**src/verilog/raycast_settings.svh**
```systemverilog
`ifndef RAYCAST_SETTINGS_SVH
`define RAYCAST_SETTINGS_SVH

// screen
`define RC_SCREEN_HEIGHT 240  // pixels, numerator of the line height division

// tile map, stored row by row (x + N*y)
`define RC_MAP_N      24      // tiles per side
`define RC_MAP_ADDR_W 10      // covers 24*24 = 576 cells

// column index and fixed-point words
`define RC_COL_W  9           // 320 columns
`define RC_FIX_W  16          // 8.8 unsigned
`define RC_FRAC_W 8           // fraction bits of an 8.8 word

// upper bound on cells visited by one ray
// a bordered 24x24 map is crossed in well under this
`define RC_MAX_STEPS 64

`endif

```
**src/map.hex**
```
// tile map, one line per row y = 0..23, columns are x = 0..23
// 0 is an open cell, any other digit is a wall type
1 1 1 1 1 1 1 1 1 1 1 1 1 1 1 1 1 1 1 1 1 1 1 1
3 0 0 0 0 0 0 0 0 0 0 0 0 0 0 0 0 0 0 0 0 0 0 4
3 0 0 0 0 0 0 0 0 0 0 0 0 0 0 0 0 0 0 0 0 0 0 4
3 0 0 0 0 0 0 0 0 0 0 0 0 0 0 0 0 0 0 0 0 0 0 4
3 0 0 0 0 0 0 0 0 0 0 0 0 0 0 0 6 0 0 0 0 0 0 4
3 0 0 0 0 0 0 0 0 0 0 0 0 0 0 0 6 0 0 0 0 0 0 4
3 0 0 0 0 0 5 5 0 0 0 0 0 0 0 0 6 0 0 0 0 0 0 4
3 0 0 0 0 0 5 5 0 0 0 0 0 0 0 0 0 0 0 0 0 0 0 4
3 0 0 0 0 0 0 0 0 0 0 0 0 0 0 0 0 0 0 0 0 0 0 4
3 0 0 0 0 0 0 0 0 0 0 0 0 0 0 0 0 0 0 0 0 0 0 4
3 0 0 0 0 0 0 0 0 0 0 0 0 0 0 0 0 0 0 0 a 0 0 4
3 0 0 0 0 0 0 0 0 0 0 0 0 0 0 0 0 0 0 0 0 0 0 4
3 0 0 0 0 0 0 0 0 0 0 0 0 0 0 0 0 0 0 0 0 0 0 4
3 0 0 0 0 0 0 0 0 0 0 0 0 0 0 0 0 0 0 0 0 0 0 4
3 0 0 0 0 0 0 0 0 0 0 0 0 0 0 0 0 0 0 0 0 0 0 4
3 0 0 0 0 0 0 0 0 0 0 0 0 0 0 0 0 0 0 0 0 0 0 4
3 0 0 0 7 7 7 7 7 7 0 0 0 0 0 0 0 0 0 0 0 0 0 4
3 0 0 0 0 0 0 0 0 0 0 0 0 0 0 0 0 0 0 0 0 0 0 4
3 0 0 0 0 0 0 0 0 0 0 0 0 0 0 0 0 0 8 8 0 0 0 4
3 0 0 0 0 0 0 0 0 0 0 0 0 0 0 0 0 0 0 0 0 0 0 4
3 0 0 0 0 0 0 0 0 0 0 9 0 0 0 0 0 0 0 0 0 0 0 4
3 0 0 0 0 0 0 0 0 0 0 0 0 0 0 0 0 0 0 0 0 0 0 4
3 0 0 0 0 0 0 0 0 0 0 0 0 0 0 0 0 0 0 0 0 0 0 4
2 2 2 2 2 2 2 2 2 2 2 2 2 2 2 2 2 2 2 2 2 2 2 2
```
**src/verilog/raycast_pkg.sv**
```systemverilog
`include "raycast_settings.svh"

package raycast_pkg;

  // one ray to march, set up upstream
  // all distances and directions are unsigned 8.8
  typedef struct packed {
    logic [`RC_COL_W-1:0] column;     // screen column this ray belongs to
    logic                 step_x;     // 1 steps +1, 0 steps -1
    logic                 step_y;
    logic [`RC_FIX_W-1:0] ray_dir_x;  // magnitude only, sign is in step_x
    logic [`RC_FIX_W-1:0] ray_dir_y;
    logic [`RC_FIX_W-1:0] delta_x;    // ray length between two x sides
    logic [`RC_FIX_W-1:0] delta_y;
    logic [`RC_FIX_W-1:0] pos_x;      // player position
    logic [`RC_FIX_W-1:0] pos_y;
    logic [`RC_FIX_W-1:0] side_x;     // ray length to the first x side
    logic [`RC_FIX_W-1:0] side_y;
  } ray_job_t;

  // one finished column
  typedef struct packed {
    logic [`RC_COL_W-1:0] column;
    logic [7:0]           line_height;  // pixels, capped at 255
    logic                 y_side;       // 0 means an x side was hit
    logic [3:0]           tile;         // wall type from the map
    logic [7:0]           wall_x;       // hit position along the wall, fraction only
    logic [`RC_FIX_W-1:0] perp_dist;    // 8.8
  } ray_hit_t;

  // map read request
  typedef struct packed {
    logic [`RC_MAP_ADDR_W-1:0] addr;  // x + 24*y
  } map_rd_t;

endpackage

```
**src/verilog/fixed_divider.sv**
```systemverilog
`timescale 1ns/1ns
`include "raycast_settings.svh"

module fixed_divider #(
  parameter int WIDTH = 16
) (
  input  logic             pixel_clk_in,
  input  logic             rst_in,
  input  logic             start,     // operands are sampled with this pulse
  input  logic [WIDTH-1:0] dividend,  // unsigned fixed point
  input  logic [WIDTH-1:0] divisor,
  output logic [WIDTH-1:0] quotient,  // same format, kept until the next start
  output logic             done,      // one cycle
  output logic             busy
);

  localparam int FB    = `RC_FRAC_W;
  localparam int CNT_W = $clog2(WIDTH + 1);

  logic [WIDTH-1:0] rem;    // partial remainder
  logic [WIDTH-1:0] num;    // numerator bits not yet shifted in
  logic [WIDTH-1:0] den;
  logic [CNT_W-1:0] cnt;    // quotient bits left
  logic             sat;    // quotient will not fit in WIDTH bits
  logic [WIDTH:0]   trial;
  logic [WIDTH:0]   diff;
  logic             q_bit;

  assign trial = {rem, num[WIDTH-1]};
  assign diff  = trial - {1'b0, den};
  assign q_bit = ~diff[WIDTH];  // no borrow, divisor fits

  always_ff @(posedge pixel_clk_in) begin
    if (rst_in) begin
      busy <= 1'b0;
      done <= 1'b0;
      cnt  <= '0;
    end else begin
      done <= 1'b0;
      if (start) begin
        busy <= 1'b1;
        cnt  <= CNT_W'(WIDTH);
      end else if (busy) begin
        cnt <= cnt - 1'b1;
        if (cnt == CNT_W'(1)) begin  // last bit lands this cycle
          busy <= 1'b0;
          done <= 1'b1;
        end
      end
    end
  end

  // numerator is dividend << FB; its top FB bits give zero quotient bits
  // unless the result overflows, so they go straight into the remainder
  always_ff @(posedge pixel_clk_in) begin
    if (start) begin
      rem <= dividend >> (WIDTH - FB);
      num <= dividend << FB;
      den <= divisor;
      sat <= (dividend >> (WIDTH - FB)) >= divisor;  // also true for divisor 0
    end else if (busy) begin
      rem      <= q_bit ? diff[WIDTH-1:0] : trial[WIDTH-1:0];
      num      <= num << 1;
      quotient <= (cnt == CNT_W'(1) && sat) ? '1 : {quotient[WIDTH-2:0], q_bit};
    end
  end

endmodule

```
**src/verilog/map_rom.sv**
```systemverilog
`timescale 1ns/1ns
`include "raycast_settings.svh"

module map_rom (
  input  logic                 pixel_clk_in,
  input  logic                 rst_in,
  input  raycast_pkg::map_rd_t rd,
  input  logic                 req,
  output logic                 ack,
  output logic [3:0]           tile
);

  // one nibble per cell, row major
  logic [3:0] tiles [`RC_MAP_N * `RC_MAP_N];

  initial begin
    $readmemh("/design/src/map.hex", tiles);
  end

  // ack trails req by one cycle on both edges
  always_ff @(posedge pixel_clk_in) begin
    if (rst_in) begin
      ack <= 1'b0;
    end else begin
      ack <= req;
    end
  end

  // capture once per request, stays put while ack is high
  always_ff @(posedge pixel_clk_in) begin
    if (req && !ack) begin
      tile <= tiles[rd.addr];
    end
  end

endmodule

```
**src/verilog/map_arbiter.sv**
```systemverilog
`timescale 1ns/1ns

module map_arbiter (
  input  logic                 pixel_clk_in,
  input  logic                 rst_in,
  input  raycast_pkg::map_rd_t rd [2],   // per walker
  input  logic [1:0]           req,
  output logic [1:0]           ack,
  output logic [3:0]           tile,
  output raycast_pkg::map_rd_t rom_rd,
  output logic                 rom_req,
  input  logic                 rom_ack,
  input  logic [3:0]           rom_tile
);

  logic locked;  // a transaction is in flight
  logic owner;   // walker holding the grant, also the last one served
  logic pick;

  // on a tie the walker not served last time wins
  assign pick = (req == 2'b11) ? ~owner : req[1];

  always_ff @(posedge pixel_clk_in) begin
    if (rst_in) begin
      locked <= 1'b0;
      owner  <= 1'b1;  // walker 0 wins the first tie
    end else if (!locked) begin
      if (|req) begin
        locked <= 1'b1;
        owner  <= pick;
      end
    end else if (!req[owner] && !rom_ack) begin
      locked <= 1'b0;  // all four phases done
    end
  end

  // rom side follows the owner only
  assign rom_req = locked & req[owner];
  assign rom_rd  = rd[owner];

  // ack routed back to the owner, tile is shared
  assign ack[0] = locked & ~owner & rom_ack;
  assign ack[1] = locked & owner & rom_ack;
  assign tile   = rom_tile;

  // rom acknowledge only ever answers a walker that holds the grant
  a_ack_in_grant: assert property (@(posedge pixel_clk_in) disable iff (rst_in)
    rom_ack |-> locked);

endmodule

```
**src/verilog/dda_walker.sv**
```systemverilog
`timescale 1ns/1ns
`include "raycast_settings.svh"

module dda_walker (
  input  logic                  pixel_clk_in,
  input  logic                  rst_in,
  input  raycast_pkg::ray_job_t job,
  input  logic                  start,     // one cycle, job valid
  output logic                  idle,
  output raycast_pkg::ray_hit_t hit,
  output logic                  done,      // result waiting to be taken
  input  logic                  taken,
  output raycast_pkg::map_rd_t  map_rd,
  output logic                  map_req,
  input  logic                  map_ack,
  input  logic [3:0]            map_tile
);

  typedef enum logic [2:0] {
    S_IDLE, S_STEP, S_ACK, S_REL, S_DIV, S_WAIT, S_DONE
  } state_t;

  state_t                             state;
  raycast_pkg::ray_job_t              ray;     // job being marched
  logic [7:0]                         cell_x;  // current map cell
  logic [7:0]                         cell_y;
  logic [`RC_FIX_W-1:0]               side_x;
  logic [`RC_FIX_W-1:0]               side_y;
  logic                               y_side;  // axis of the last step
  logic [3:0]                         tile_q;
  logic [`RC_FIX_W-1:0]               perp_q;
  logic [2*`RC_FIX_W-1:0]             prod_q;  // perp * other ray dir, 16.16
  logic [$clog2(`RC_MAX_STEPS+1)-1:0] steps;

  logic                 go_x;
  logic [7:0]           nx;
  logic [7:0]           ny;
  logic [`RC_FIX_W-1:0] perp_c;
  logic [`RC_FIX_W-1:0] oth_dir;
  logic [7:0]           oth_frac;
  logic [7:0]           oth_ofs;
  logic                 oth_step;
  logic                 div_start;
  logic                 div_done;
  logic                 div_busy;
  logic [`RC_FIX_W-1:0] quotient;

  assign go_x = side_x < side_y;  // ties go to y
  assign nx   = go_x ? (ray.step_x ? cell_x + 8'd1 : cell_x - 8'd1) : cell_x;
  assign ny   = go_x ? cell_y : (ray.step_y ? cell_y + 8'd1 : cell_y - 8'd1);

  // side distance has already moved one delta past the wall
  assign perp_c = y_side ? side_y - ray.delta_y : side_x - ray.delta_x;

  // wall_x runs along the axis that was not crossed
  assign oth_dir  = y_side ? ray.ray_dir_x : ray.ray_dir_y;
  assign oth_frac = y_side ? ray.pos_x[7:0] : ray.pos_y[7:0];
  assign oth_step = y_side ? ray.step_x : ray.step_y;
  assign oth_ofs  = prod_q[15:8];  // fraction of (perp*dir) >> 8

  assign idle      = (state == S_IDLE) && !div_busy;
  assign done      = state == S_DONE;
  assign div_start = state == S_DIV;

  always_ff @(posedge pixel_clk_in) begin
    if (rst_in) begin
      state   <= S_IDLE;
      map_req <= 1'b0;
    end else begin
      case (state)
        S_IDLE: if (start) state <= S_STEP;
        S_STEP: begin
          map_req <= 1'b1;  // address is registered on the same edge
          state   <= S_ACK;
        end
        S_ACK: if (map_ack) begin
          map_req <= 1'b0;
          state   <= S_REL;
        end
        S_REL: if (!map_ack) state <= (tile_q != 4'd0) ? S_DIV : S_STEP;
        S_DIV:  state <= S_WAIT;  // divider start pulse
        S_WAIT: if (div_done) state <= S_DONE;
        S_DONE: if (taken) state <= S_IDLE;
        default: state <= S_IDLE;
      endcase
    end
  end

  always_ff @(posedge pixel_clk_in) begin
    case (state)
      S_IDLE: if (start) begin
        ray    <= job;
        side_x <= job.side_x;
        side_y <= job.side_y;
        cell_x <= job.pos_x[15:8];  // integer part is the start cell
        cell_y <= job.pos_y[15:8];
        steps  <= '0;
      end
      S_STEP: begin
        if (go_x) side_x <= side_x + ray.delta_x;
        else      side_y <= side_y + ray.delta_y;
        cell_x      <= nx;
        cell_y      <= ny;
        y_side      <= !go_x;
        map_rd.addr <= `RC_MAP_ADDR_W'(int'(nx) + int'(ny) * `RC_MAP_N);
        steps       <= steps + 1'b1;
      end
      S_ACK: if (map_ack) tile_q <= map_tile;
      S_REL: if (!map_ack && tile_q != 4'd0) begin
        perp_q <= perp_c;
        prod_q <= perp_c * oth_dir;
      end
      S_WAIT: if (div_done) begin
        hit.column      <= ray.column;
        hit.line_height <= quotient[15:8];  // divider already caps at 0xFFFF
        hit.y_side      <= y_side;
        hit.tile        <= tile_q;
        hit.wall_x      <= oth_step ? oth_frac + oth_ofs : oth_frac - oth_ofs;
        hit.perp_dist   <= perp_q;
      end
      default: ;
    endcase
  end

  // line height = 240.0 / perp
  fixed_divider #(.WIDTH(`RC_FIX_W)) divider (
    .pixel_clk_in(pixel_clk_in),
    .rst_in      (rst_in),
    .start       (div_start),
    .dividend    (`RC_FIX_W'(`RC_SCREEN_HEIGHT << `RC_FRAC_W)),
    .divisor     (perp_q),
    .quotient    (quotient),
    .done        (div_done),
    .busy        (div_busy)
  );

  // walker must never look outside the map
  a_addr_in_map: assert property (@(posedge pixel_clk_in) disable iff (rst_in)
    map_req |-> map_rd.addr < `RC_MAP_N * `RC_MAP_N);

  a_step_limit: assert property (@(posedge pixel_clk_in) disable iff (rst_in)
    state != S_IDLE |-> steps <= `RC_MAX_STEPS);

endmodule

```
**src/verilog/column_scheduler.sv**
```systemverilog
`timescale 1ns/1ns

module column_scheduler (
  input  logic                  pixel_clk_in,
  input  logic                  rst_in,
  input  raycast_pkg::ray_job_t job,
  input  logic                  job_req,
  output logic                  job_ack,
  output raycast_pkg::ray_hit_t hit,
  output logic                  hit_req,
  input  logic                  hit_ack,
  output raycast_pkg::ray_job_t walk_job,    // shared by both walkers
  output logic [1:0]            walk_start,
  input  logic [1:0]            walk_idle,
  input  raycast_pkg::ray_hit_t walk_hit [2],
  input  logic [1:0]            walk_done,
  output logic [1:0]            walk_taken
);

  typedef enum logic [1:0] {O_IDLE, O_REQ, O_REL} out_state_t;

  out_state_t out_state;
  logic       out_sel;  // walker whose result is on hit
  logic       accept;
  logic       pick;

  // new job with a free walker, ack not yet given
  assign accept = job_req && !job_ack && |walk_idle;

  always_ff @(posedge pixel_clk_in) begin
    if (rst_in) begin
      job_ack    <= 1'b0;
      walk_start <= 2'b00;
    end else begin
      walk_start <= 2'b00;
      if (accept) begin
        job_ack    <= 1'b1;
        walk_start <= walk_idle[0] ? 2'b01 : 2'b10;  // lowest idle first
      end else if (job_ack && !job_req) begin
        job_ack <= 1'b0;
      end
    end
  end

  always_ff @(posedge pixel_clk_in) begin
    if (accept) walk_job <= job;
  end

  // both done: alternate, else whoever is done
  assign pick = (walk_done == 2'b11) ? ~out_sel : walk_done[1];

  always_ff @(posedge pixel_clk_in) begin
    if (rst_in) begin
      out_state <= O_IDLE;
      out_sel   <= 1'b1;
    end else begin
      case (out_state)
        O_IDLE: if (|walk_done) begin
          out_sel   <= pick;
          out_state <= O_REQ;
        end
        O_REQ: if (hit_ack) out_state <= O_REL;
        O_REL: if (!hit_ack) out_state <= O_IDLE;  // walker freed on this edge
        default: out_state <= O_IDLE;
      endcase
    end
  end

  always_ff @(posedge pixel_clk_in) begin
    if (out_state == O_IDLE && |walk_done) hit <= walk_hit[pick];
  end

  assign hit_req    = out_state == O_REQ;
  assign walk_taken = (out_state == O_REL && !hit_ack) ? (out_sel ? 2'b10 : 2'b01) : 2'b00;

  a_start_idle: assert property (@(posedge pixel_clk_in) disable iff (rst_in)
    (walk_start & ~walk_idle) == 2'b00);

endmodule

```
**src/verilog/raycast_core.sv**
```systemverilog
`timescale 1ns/1ns

module raycast_core (
  input  logic                  pixel_clk_in,
  input  logic                  rst_in,
  input  raycast_pkg::ray_job_t job,
  input  logic                  job_req,
  output logic                  job_ack,
  output raycast_pkg::ray_hit_t hit,
  output logic                  hit_req,
  input  logic                  hit_ack
);

  raycast_pkg::ray_job_t walk_job;
  raycast_pkg::ray_hit_t walk_hit [2];
  raycast_pkg::map_rd_t  walk_rd [2];  // per-walker map address
  logic [1:0]            walk_start;
  logic [1:0]            walk_idle;
  logic [1:0]            walk_done;
  logic [1:0]            walk_taken;
  logic [1:0]            walk_map_req;
  logic [1:0]            walk_map_ack;
  logic [3:0]            walk_tile;    // shared, qualified by ack
  raycast_pkg::map_rd_t  rom_rd;
  logic                  rom_req;
  logic                  rom_ack;
  logic [3:0]            rom_tile;

  column_scheduler scheduler (
    .pixel_clk_in(pixel_clk_in), .rst_in(rst_in),
    .job(job), .job_req(job_req), .job_ack(job_ack),
    .hit(hit), .hit_req(hit_req), .hit_ack(hit_ack),
    .walk_job(walk_job), .walk_start(walk_start), .walk_idle(walk_idle),
    .walk_hit(walk_hit), .walk_done(walk_done), .walk_taken(walk_taken)
  );

  dda_walker walker_0 (
    .pixel_clk_in(pixel_clk_in), .rst_in(rst_in),
    .job(walk_job), .start(walk_start[0]), .idle(walk_idle[0]),
    .hit(walk_hit[0]), .done(walk_done[0]), .taken(walk_taken[0]),
    .map_rd(walk_rd[0]), .map_req(walk_map_req[0]), .map_ack(walk_map_ack[0]),
    .map_tile(walk_tile)
  );

  dda_walker walker_1 (
    .pixel_clk_in(pixel_clk_in), .rst_in(rst_in),
    .job(walk_job), .start(walk_start[1]), .idle(walk_idle[1]),
    .hit(walk_hit[1]), .done(walk_done[1]), .taken(walk_taken[1]),
    .map_rd(walk_rd[1]), .map_req(walk_map_req[1]), .map_ack(walk_map_ack[1]),
    .map_tile(walk_tile)
  );

  map_arbiter arbiter (
    .pixel_clk_in(pixel_clk_in), .rst_in(rst_in),
    .rd(walk_rd), .req(walk_map_req), .ack(walk_map_ack), .tile(walk_tile),
    .rom_rd(rom_rd), .rom_req(rom_req), .rom_ack(rom_ack), .rom_tile(rom_tile)
  );

  map_rom rom (
    .pixel_clk_in(pixel_clk_in), .rst_in(rst_in),
    .rd(rom_rd), .req(rom_req), .ack(rom_ack), .tile(rom_tile)
  );

endmodule

```
**config.mk**
```make
export PLATFORM = sky130hd
export DESIGN_NAME = raycast_core
export DESIGN_NICKNAME = d
export VERILOG_FILES = /design/src/verilog/raycast_pkg.sv /design/src/verilog/fixed_divider.sv /design/src/verilog/map_rom.sv /design/src/verilog/map_arbiter.sv /design/src/verilog/dda_walker.sv /design/src/verilog/column_scheduler.sv /design/src/verilog/raycast_core.sv
export VERILOG_INCLUDE_DIRS = /design/src /design/src/verilog
export SDC_FILE = /design/constraint.sdc
export NUM_CORES = 1
export LEC_CHECK = 0
export BUFFER_PORTS_ARGS = -buffer_cell sky130_fd_sc_hd__buf_2
export CORE_ASPECT_RATIO = 1.75
export CORE_UTILIZATION = 43
export DETAILED_ROUTE_END_ITERATION = 8
export HOLD_SLACK_MARGIN = 0.03
export PLACE_DENSITY_LB_ADDON = 0.25
export SETUP_SLACK_MARGIN = 0.05
export SLEW_MARGIN = 20
export SYNTH_ARGS = -nofsm -noshare
export SYNTH_HDL_FRONTEND = slang
export SYNTH_SLANG_ARGS = --single-unit
```
**constraint.sdc**
```tcl
create_clock -name pixel_clk_in -period 9.3 [get_ports pixel_clk_in]
set_input_delay 0.465 -clock pixel_clk_in [delete_from_list [all_inputs] [get_ports pixel_clk_in]]
set_output_delay 0.465 -clock pixel_clk_in [all_outputs]
set_load 0.03 [all_outputs]
```
==> reports/results.ini, run 1 <==
[logic_synthesis]
synth-main-ff-cell = edfxtp_1
syn_area_mm2 = 0.0187
seq_area_frac_synth = 0.669
yosys.area.top_type_share = 0.610
syn_avg_cell_area_um2 = 14.1
yosys.area.top_type = edfxtp_1
yosysMostFrequentCell = edfxtp_1
synth_top_family_by_area = compound AO/OA/AOI/OAI gates
synth_xor_area_frac = 0.0268
synth-simple-area-share = 0.0773
synth_edf_count = 379
synth_area_leaders = edfxtp_1 61%, ha_1 6.3%, dfxtp_1 5.9%, nand2_1 2.3%, o21ai_0 1.7%
postSynthCellCount = 1326
synthMuxAreaShare = 0.0400
synth-seq-cells = 434
synth-compound-area-share = 0.0947
async_reset_ff_frac = 0
synth.distinct_cells = 63
ys_top_cells_by_count = 379 x edfxtp_1, 116 x nand2_1, 94 x ha_1
ys.warnings.count = 0
synth-adder-area-share = 0.0673

[grt]
grt_util_met1 = 0.171
grtUsageMet2 = 0.342
grt_pass1_vias = 11100
antenna_found_initial = 0
grt_max_degree = 61
grt.busiest_layer = met2
use_met3 = 0.0238
grt-ovfl-total = 0
grtUsageTotal = 0.174
grt_pass1_wl_um = 58900

[final_layout]
diodes = 0
stdcell_count = 2061
drive_above_1_share = 0.187
layout.nets = 1709
multi_input_area_mm2 = 0.00581
syn_to_final_growth_pct = 13.9
seqCellArea_mm2 = 0.0125
n_fill_cell = 3737

[placement]
gp_congestion = 0.882
portBuffers = 120
dp_hpwl_um = 26200
dp_cells = 1987
detailedPlace.worstSlack_ns = 6.32

[route]
vias = 10687
vias_per_cell = 5.19
drc_errors = 0
first_iter_violations = 482
wl_per_cell_um = 18.3
dr.pass1.iters = 4
final_antenna_net_count = 0
wirelength_um = 37800

[clocking]
postCtsSetupRepairBufs = 0
ctsHoldBuffers = 0
cts_tree = yes
cts_buffer_depth = 3
ctsHtreeMaxLevel = 2
clkSinkCount = 434
path_clk_slew_ns = 0.07
numCtsBuffers = 40
clockRootBuffer = clkbuf_16
cts_resized = 0
insertion_delay_ns = 0.55

[sta]
final_hold_viol_count = 0
fin_crit_ns = 2.99
fin_ws_ns = 6.31
setup_viol = 0
slew_viol_final = 0
relSlewSlack = 0.365
fin_skew_ns = 0.0266
fmax_mhz = 334
tightest_slew_ns = 0.953
finalSetupTns_ns = 0
post-route-period-util = 0.322
timing.hold.ws_ns = 0.0845
rsz0062_at_grt = no

[floorplanning]
fp.coreArea_mm2 = 0.0427
die_area_mm2 = 0.0443
fp.dieW_um = 159
io_pins = 191
die_height_um = 278
rows = 100
start_util = 0.437

[power_and_ir_drop]
combPwrFrac = 0.078
switching_share = 0.225
power_frac_seq = 0.527
p_int_mw = 3.30
peakVddDrop_mv = 0.147
power_frac_clock = 0.396
leakage_nw = 7.97
p_per_area_mw_per_mm2 = 200
p_total_mw = 4.26
switchingPower_mw = 0.958

[critical_path]
crit_type = flop to flop
required_ns = 9.58
cp_max_fo = 3
worstPathArrival_ns = 3.27
cp-end-kind = flop
critPathLaunchType = flop

[flow_run]
drv_cap = 0

[hold_path]
hp-class = primary input to flop

[outcome]
status = complete, no violations

-- final timing paths --
kind / start / to / slack, ns / cells after the start
setup / recovery: walker_1.side_y[0] / walker_1.side_y[14] / 6.31 / 9
hold / removal: job[67] / scheduler.walk_job[67] / 0.08 / 1
setup reg to reg: walker_1.side_y[0] / walker_1.side_y[14] / 6.31 / 9
hold reg to reg: walker_0.ray[137] / walker_0.hit[44] / 0.42 / 0
-- power by group through the flow --
stage	registers [mW]	clock network, mW	logic, mW
after CTS	2.24	1.73	0.333
after floorplan	2.26	0	0.251
after global routing	2.25	1.81	0.370
final	2.24	1.69	0.330
after global placement	2.28	0	0.323
after detailed placement	2.29	0	0.330
-- layout by cell type, fill, tap and decap left out, types with 6 or more instances in the layout --
cell type / synthesis / routed
clkinv_1: 1 / 6
nand2_1: 116 / 115
buf_4: 20 / 14
mux2i_1: 25 / 25
ha_1: 94 / 94
xor2_1: 22 / 22
a31oi_1: 9 / 9
nor3b_1: 9 / 7
o211ai_1: 10 / 10
xnor2_1: 35 / 35
nor4b_1: 8 / 8
mux2_1: 19 / 19
a21o_1: 34 / 34
a211o_1: 7 / 7
buf_2: 6 / 120
clkinv_2: 0 / 9
nor2_1: 70 / 70
dfxtp_1: 55 / 55
or2_2: 33 / 33
mux2_2: 25 / 25
nand4_1: 6 / 6
nor3_1: 16 / 14
inv_1: 44 / 43
o21ai_1: 16 / 16
o21ai_0: 63 / 63
a211oi_1: 19 / 19
nand3_1: 13 / 12
o21bai_1: 8 / 8
conb_1: 1 / 20
a21oi_1: 53 / 53
o21a_1: 8 / 8
nand2b_1: 13 / 13
edfxtp_1: 379 / 379
clkbuf_16: 0 / 42
-- critical path, stage by stage (launching register included) --
cell,delay (ns)
edfxtp_1,0.40
ha_1,0.27
fa_1,0.50
a211oi_1,0.44
o211ai_1,0.20
a41oi_1,0.43
o211ai_1,0.16
nand2_1,0.10
xor2_1,0.14
o21ai_1,0.07
-- state kept, by name, indices dropped and copies added, names as in the netlist, 2 cells and up --
name	cells
walker_1.side_y	16
walker_0.divider.rem	12
walker_1.divider.cnt	5
walker_0.side_x	16
walker_1.side_x	16
scheduler.walk_job	89
walker_1.divider.rem	12
walker_0.state	3
scheduler.out_state	2
walker_0.ray	57
walker_1.divider.quotient	16
walker_0.divider.cnt	5
walker_1.hit	26
walker_0.side_y	16
scheduler.hit	26
walker_1.ray	57
scheduler.walk_start	2
walker_0.hit	26
walker_0.divider.quotient	16
walker_1.state	3
-- final cells by class --
type	instances	area share
Inverter	47	0.00831
Clock buffer	47	0.0504
Tap cell	561	0.0331
Timing Repair Buffer	134	0.0332
Clock inverter	27	0.0136
Sequential cell	434	0.588
Multi-Input combinational cell	811	0.274
-- stage by stage --
stage	util	cell area, um2
after detailed placement	0.466	19900
after CTS	0.498	21200
final	0.498	21200
after global placement	0.466	19900
after global routing	0.498	21200
after floorplan	-	18700
-- metal layers --
| metal | vias to the layer above | share of wire | wire, um |
|---|---|---|---|
| li1 | 5212 | - | - |
| met1 | 5146 | 0.36 | 13500 |
| met2 | 244 | 0.56 | 21100 |
| met3 | 85 | 0.029 | 1090 |
| met4 | 0 | 0.056 | 2100 |
| met5 | - | 0 | 0 |
-- logic make-up (layout without fill, tap and decap cells) --
| family | Yosys count | count (layout) |
|---|---|---|
| AOI/OAI and AO/OA | 264 | 264 |
| xor gates and xnor gates | 57 | 57 |
| adders and majority gates | 98 | 98 |
| buffers and inverters | 100 | 255 |
| DFF | 434 | 434 |
| muxes | 69 | 69 |
| other | 1 | 20 |
| and+or+nand+nor | 303 | 303 |
Power figures use the tool's default switching activity.
==> inputs of run 2 (changes only) <==
--- a/config.mk
+++ b/config.mk
@@ -6,6 +6,7 @@
 export SDC_FILE = /design/constraint.sdc
 export NUM_CORES = 1
 export LEC_CHECK = 0
+export ABC_AREA = 1
 export BUFFER_PORTS_ARGS = -buffer_cell sky130_fd_sc_hd__buf_2
 export CORE_ASPECT_RATIO = 1.75
 export CORE_UTILIZATION = 43
==> constraint.sdc (replaced) <==
create_clock -name pixel_clk_in -period 3 [get_ports pixel_clk_in]
set_input_delay 0.15 -clock pixel_clk_in [delete_from_list [all_inputs] [get_ports pixel_clk_in]]
set_output_delay 0.15 -clock pixel_clk_in [all_outputs]
set_load 0.03 [all_outputs]
==> run 2 against run 1 <==
  * Global-route usage is 2.6 points higher
  * Sequential power grew to 3.9 times the previous value
  * Cell count grew 27%
  * Utilization increased by 2.2 points
  * Area after synthesis rose by 3.8%
  * Critical path type unchanged
  * Sequential cell count stayed put
  * Clock skew down 0.0068 ns
  * Clock-buffer cell count is 2 lower
  * Synthesized cell count grew 33%
==> reports/results.ini, run 2 <==
[grt]
grt_max_degree = 53
grtUsageTotal = 0.199
grt_pass1_vias = 13124
antenna_found_initial = 0
grt-ovfl-total = 0
grt_pass1_wl_um = 68800

[critical_path]
crit_type = flop to flop
cp_max_fo = 38
critPathLaunchType = flop
required_ns = 3.20
cp-end-kind = flop
worstPathArrival_ns = 2.42

[logic_synthesis]
synth-main-ff-cell = edfxtp_1
yosys.area.top_type_share = 0.588
synth_top_family_by_area = simple AND/OR/NAND/NOR gates
synth_xor_area_frac = 0.0131
async_reset_ff_frac = 0
yosys.area.top_type = edfxtp_1
synth-compound-area-share = 0.0455
ys.warnings.count = 0
synth-adder-area-share = 0.0649
ys_top_cells_by_count = 484 x nand2_1, 379 x edfxtp_1, 230 x inv_1
syn_area_mm2 = 0.0194
syn_avg_cell_area_um2 = 11.0
seq_area_frac_synth = 0.644
synth_area_leaders = edfxtp_1 59%, nand2_1 9.4%, ha_1 6.1%, dfxtp_1 5.7%, inv_1 4.5%
synthMuxAreaShare = 0.00930
synth-seq-cells = 434
synth.distinct_cells = 39
postSynthCellCount = 1762
synth-simple-area-share = 0.163
synth_edf_count = 379
yosysMostFrequentCell = nand2_1

[clocking]
clkSinkCount = 434
path_clk_slew_ns = 0.06
postCtsSetupRepairBufs = 0
numCtsBuffers = 41
insertion_delay_ns = 0.57
ctsHoldBuffers = 92
clockRootBuffer = clkbuf_16
ctsHtreeMaxLevel = 2
cts_buffer_depth = 3
cts_tree = yes
cts_resized = 0

[route]
wirelength_um = 44900
first_iter_violations = 614
vias_per_cell = 4.87
final_antenna_net_count = 0
vias = 12727
dr.pass1.iters = 7
wl_per_cell_um = 17.2
drc_errors = 0

[placement]
gp_congestion = 0.861
dp_hpwl_um = 32000
portBuffers = 120

[final_layout]
reg_top3 = scheduler.walk_job: 89 flops, walker_0.ray: 57 flops, walker_1.ray: 57 flops
syn_to_final_growth_pct = 18.9
diodes = 0
layout_common_cells = 484 x nand2_1, 379 x edfxtp_1, 230 x inv_1
top_register = scheduler.walk_job
layout_commonest_cell = nand2_1
layout.nets = 2252
largest_reg_flops = 89
drive_above_1_share = 0.137

[sta]
post-route-period-util = 0.741
setup_viol = 0
fin_crit_ns = 2.22
finalSetupTns_ns = 0
rsz0062_at_grt = no
slew_viol_final = 0
final_hold_viol_count = 0
fin_skew_ns = 0.0198
timing.hold.ws_ns = 0.287
fmax_mhz = 450
tightest_slew_ns = 0.715
relSlewSlack = 0.523

[floorplanning]
io_pins = 191
fp.coreArea_mm2 = 0.0443
die_height_um = 283
rows = 102
die_area_mm2 = 0.0459
fp.dieW_um = 162
start_util = 0.437

[outcome]
status = complete, no violations

[power_and_ir_drop]
peakVddDrop_mv = 0.749
p_per_area_mw_per_mm2 = 863
leakage_nw = 9.78

[hold_path]
hp-class = primary input to flop

[flow_run]
drv_cap = 0

run 2: cell count changes after synthesis, moves of 19 or more:
cell     delta
mux2i_1    -25
inv_1     +186
mux2_1     -19
nand2_1   +368
a22oi_1    +20
nand3_1    +76
a21o_1     -34
xor2_1     -20
run 2: area by class of cell:
class	count	area [um2]
Fill cell	3872	21300
Multi-Input combinational cell	1065	5850
Clock inverter	30	338
Clock buffer	45	1040
Inverter	234	878
Timing Repair Buffer	235	1720
Sequential cell	434	12500
Tap cell	572	716
run 2: routing by layer:
layer,vias to the layer above,wire (um),GRT usage
met5,-,0,0
met4,0,1830,0.0881
met3,81,1030,0.0209
met2,205,25700,0.403
met1,6059,16300,0.200
li1,6382,-,-
run 2: power by group:
part,total (mW),internal [mW],switching (mW)
registers,8.67,7.90,0.770
clock network,5.31,2.98,2.33
logic,5.89,2.16,3.73
run 2: worst max-delay path: stages (launching register included):
cell and delay, ns:
dfxtp_1 0.38, or2_1 0.29, nor2_2 0.17, nand2_1 0.12, o21ai_1 0.12, nand2_1 0.13
nor2_4 0.13, buf_4 0.48
run 2: worst paths after layout:
kind | startpoint | end | slack [ns] | cells past startpoint
setup / recovery | walker_0.state[0] | scheduler.walk_job[11] | 0.78 | 7
hold / removal | job[23] | scheduler.walk_job[23] | 0.29 | 2
setup reg to reg | walker_0.state[0] | scheduler.walk_job[11] | 0.78 | 7
hold reg to reg | walker_0.ray[135] | walker_0.hit[42] | 0.42 | 0
run 2: through the flow:
step                setup WS (ns)  cell area (um2)  cells  power (mW)  utilization
floorplan                   0.173            19500   1781        12.8            -
global placement            0.838            20700   2448        14.5        0.468
detailed placement          0.783            20700   2448        14.6        0.468
CTS                         0.766            23000   2615        20.1        0.520
global route                0.619            23000   2615        21.2        0.520
finish                      0.776            23000   2615        19.9        0.520
run 2: logic make-up after synthesis:
kind of cell             after synthesis
other                                  1
XOR/XNOR                              29
AO/OA/AOI/OAI                        161
flip-flops                           434
buffers and inverters                282
AND/OR/NAND/NOR                      741
adder cells (fa/ha/maj)               98
multiplexers                          16
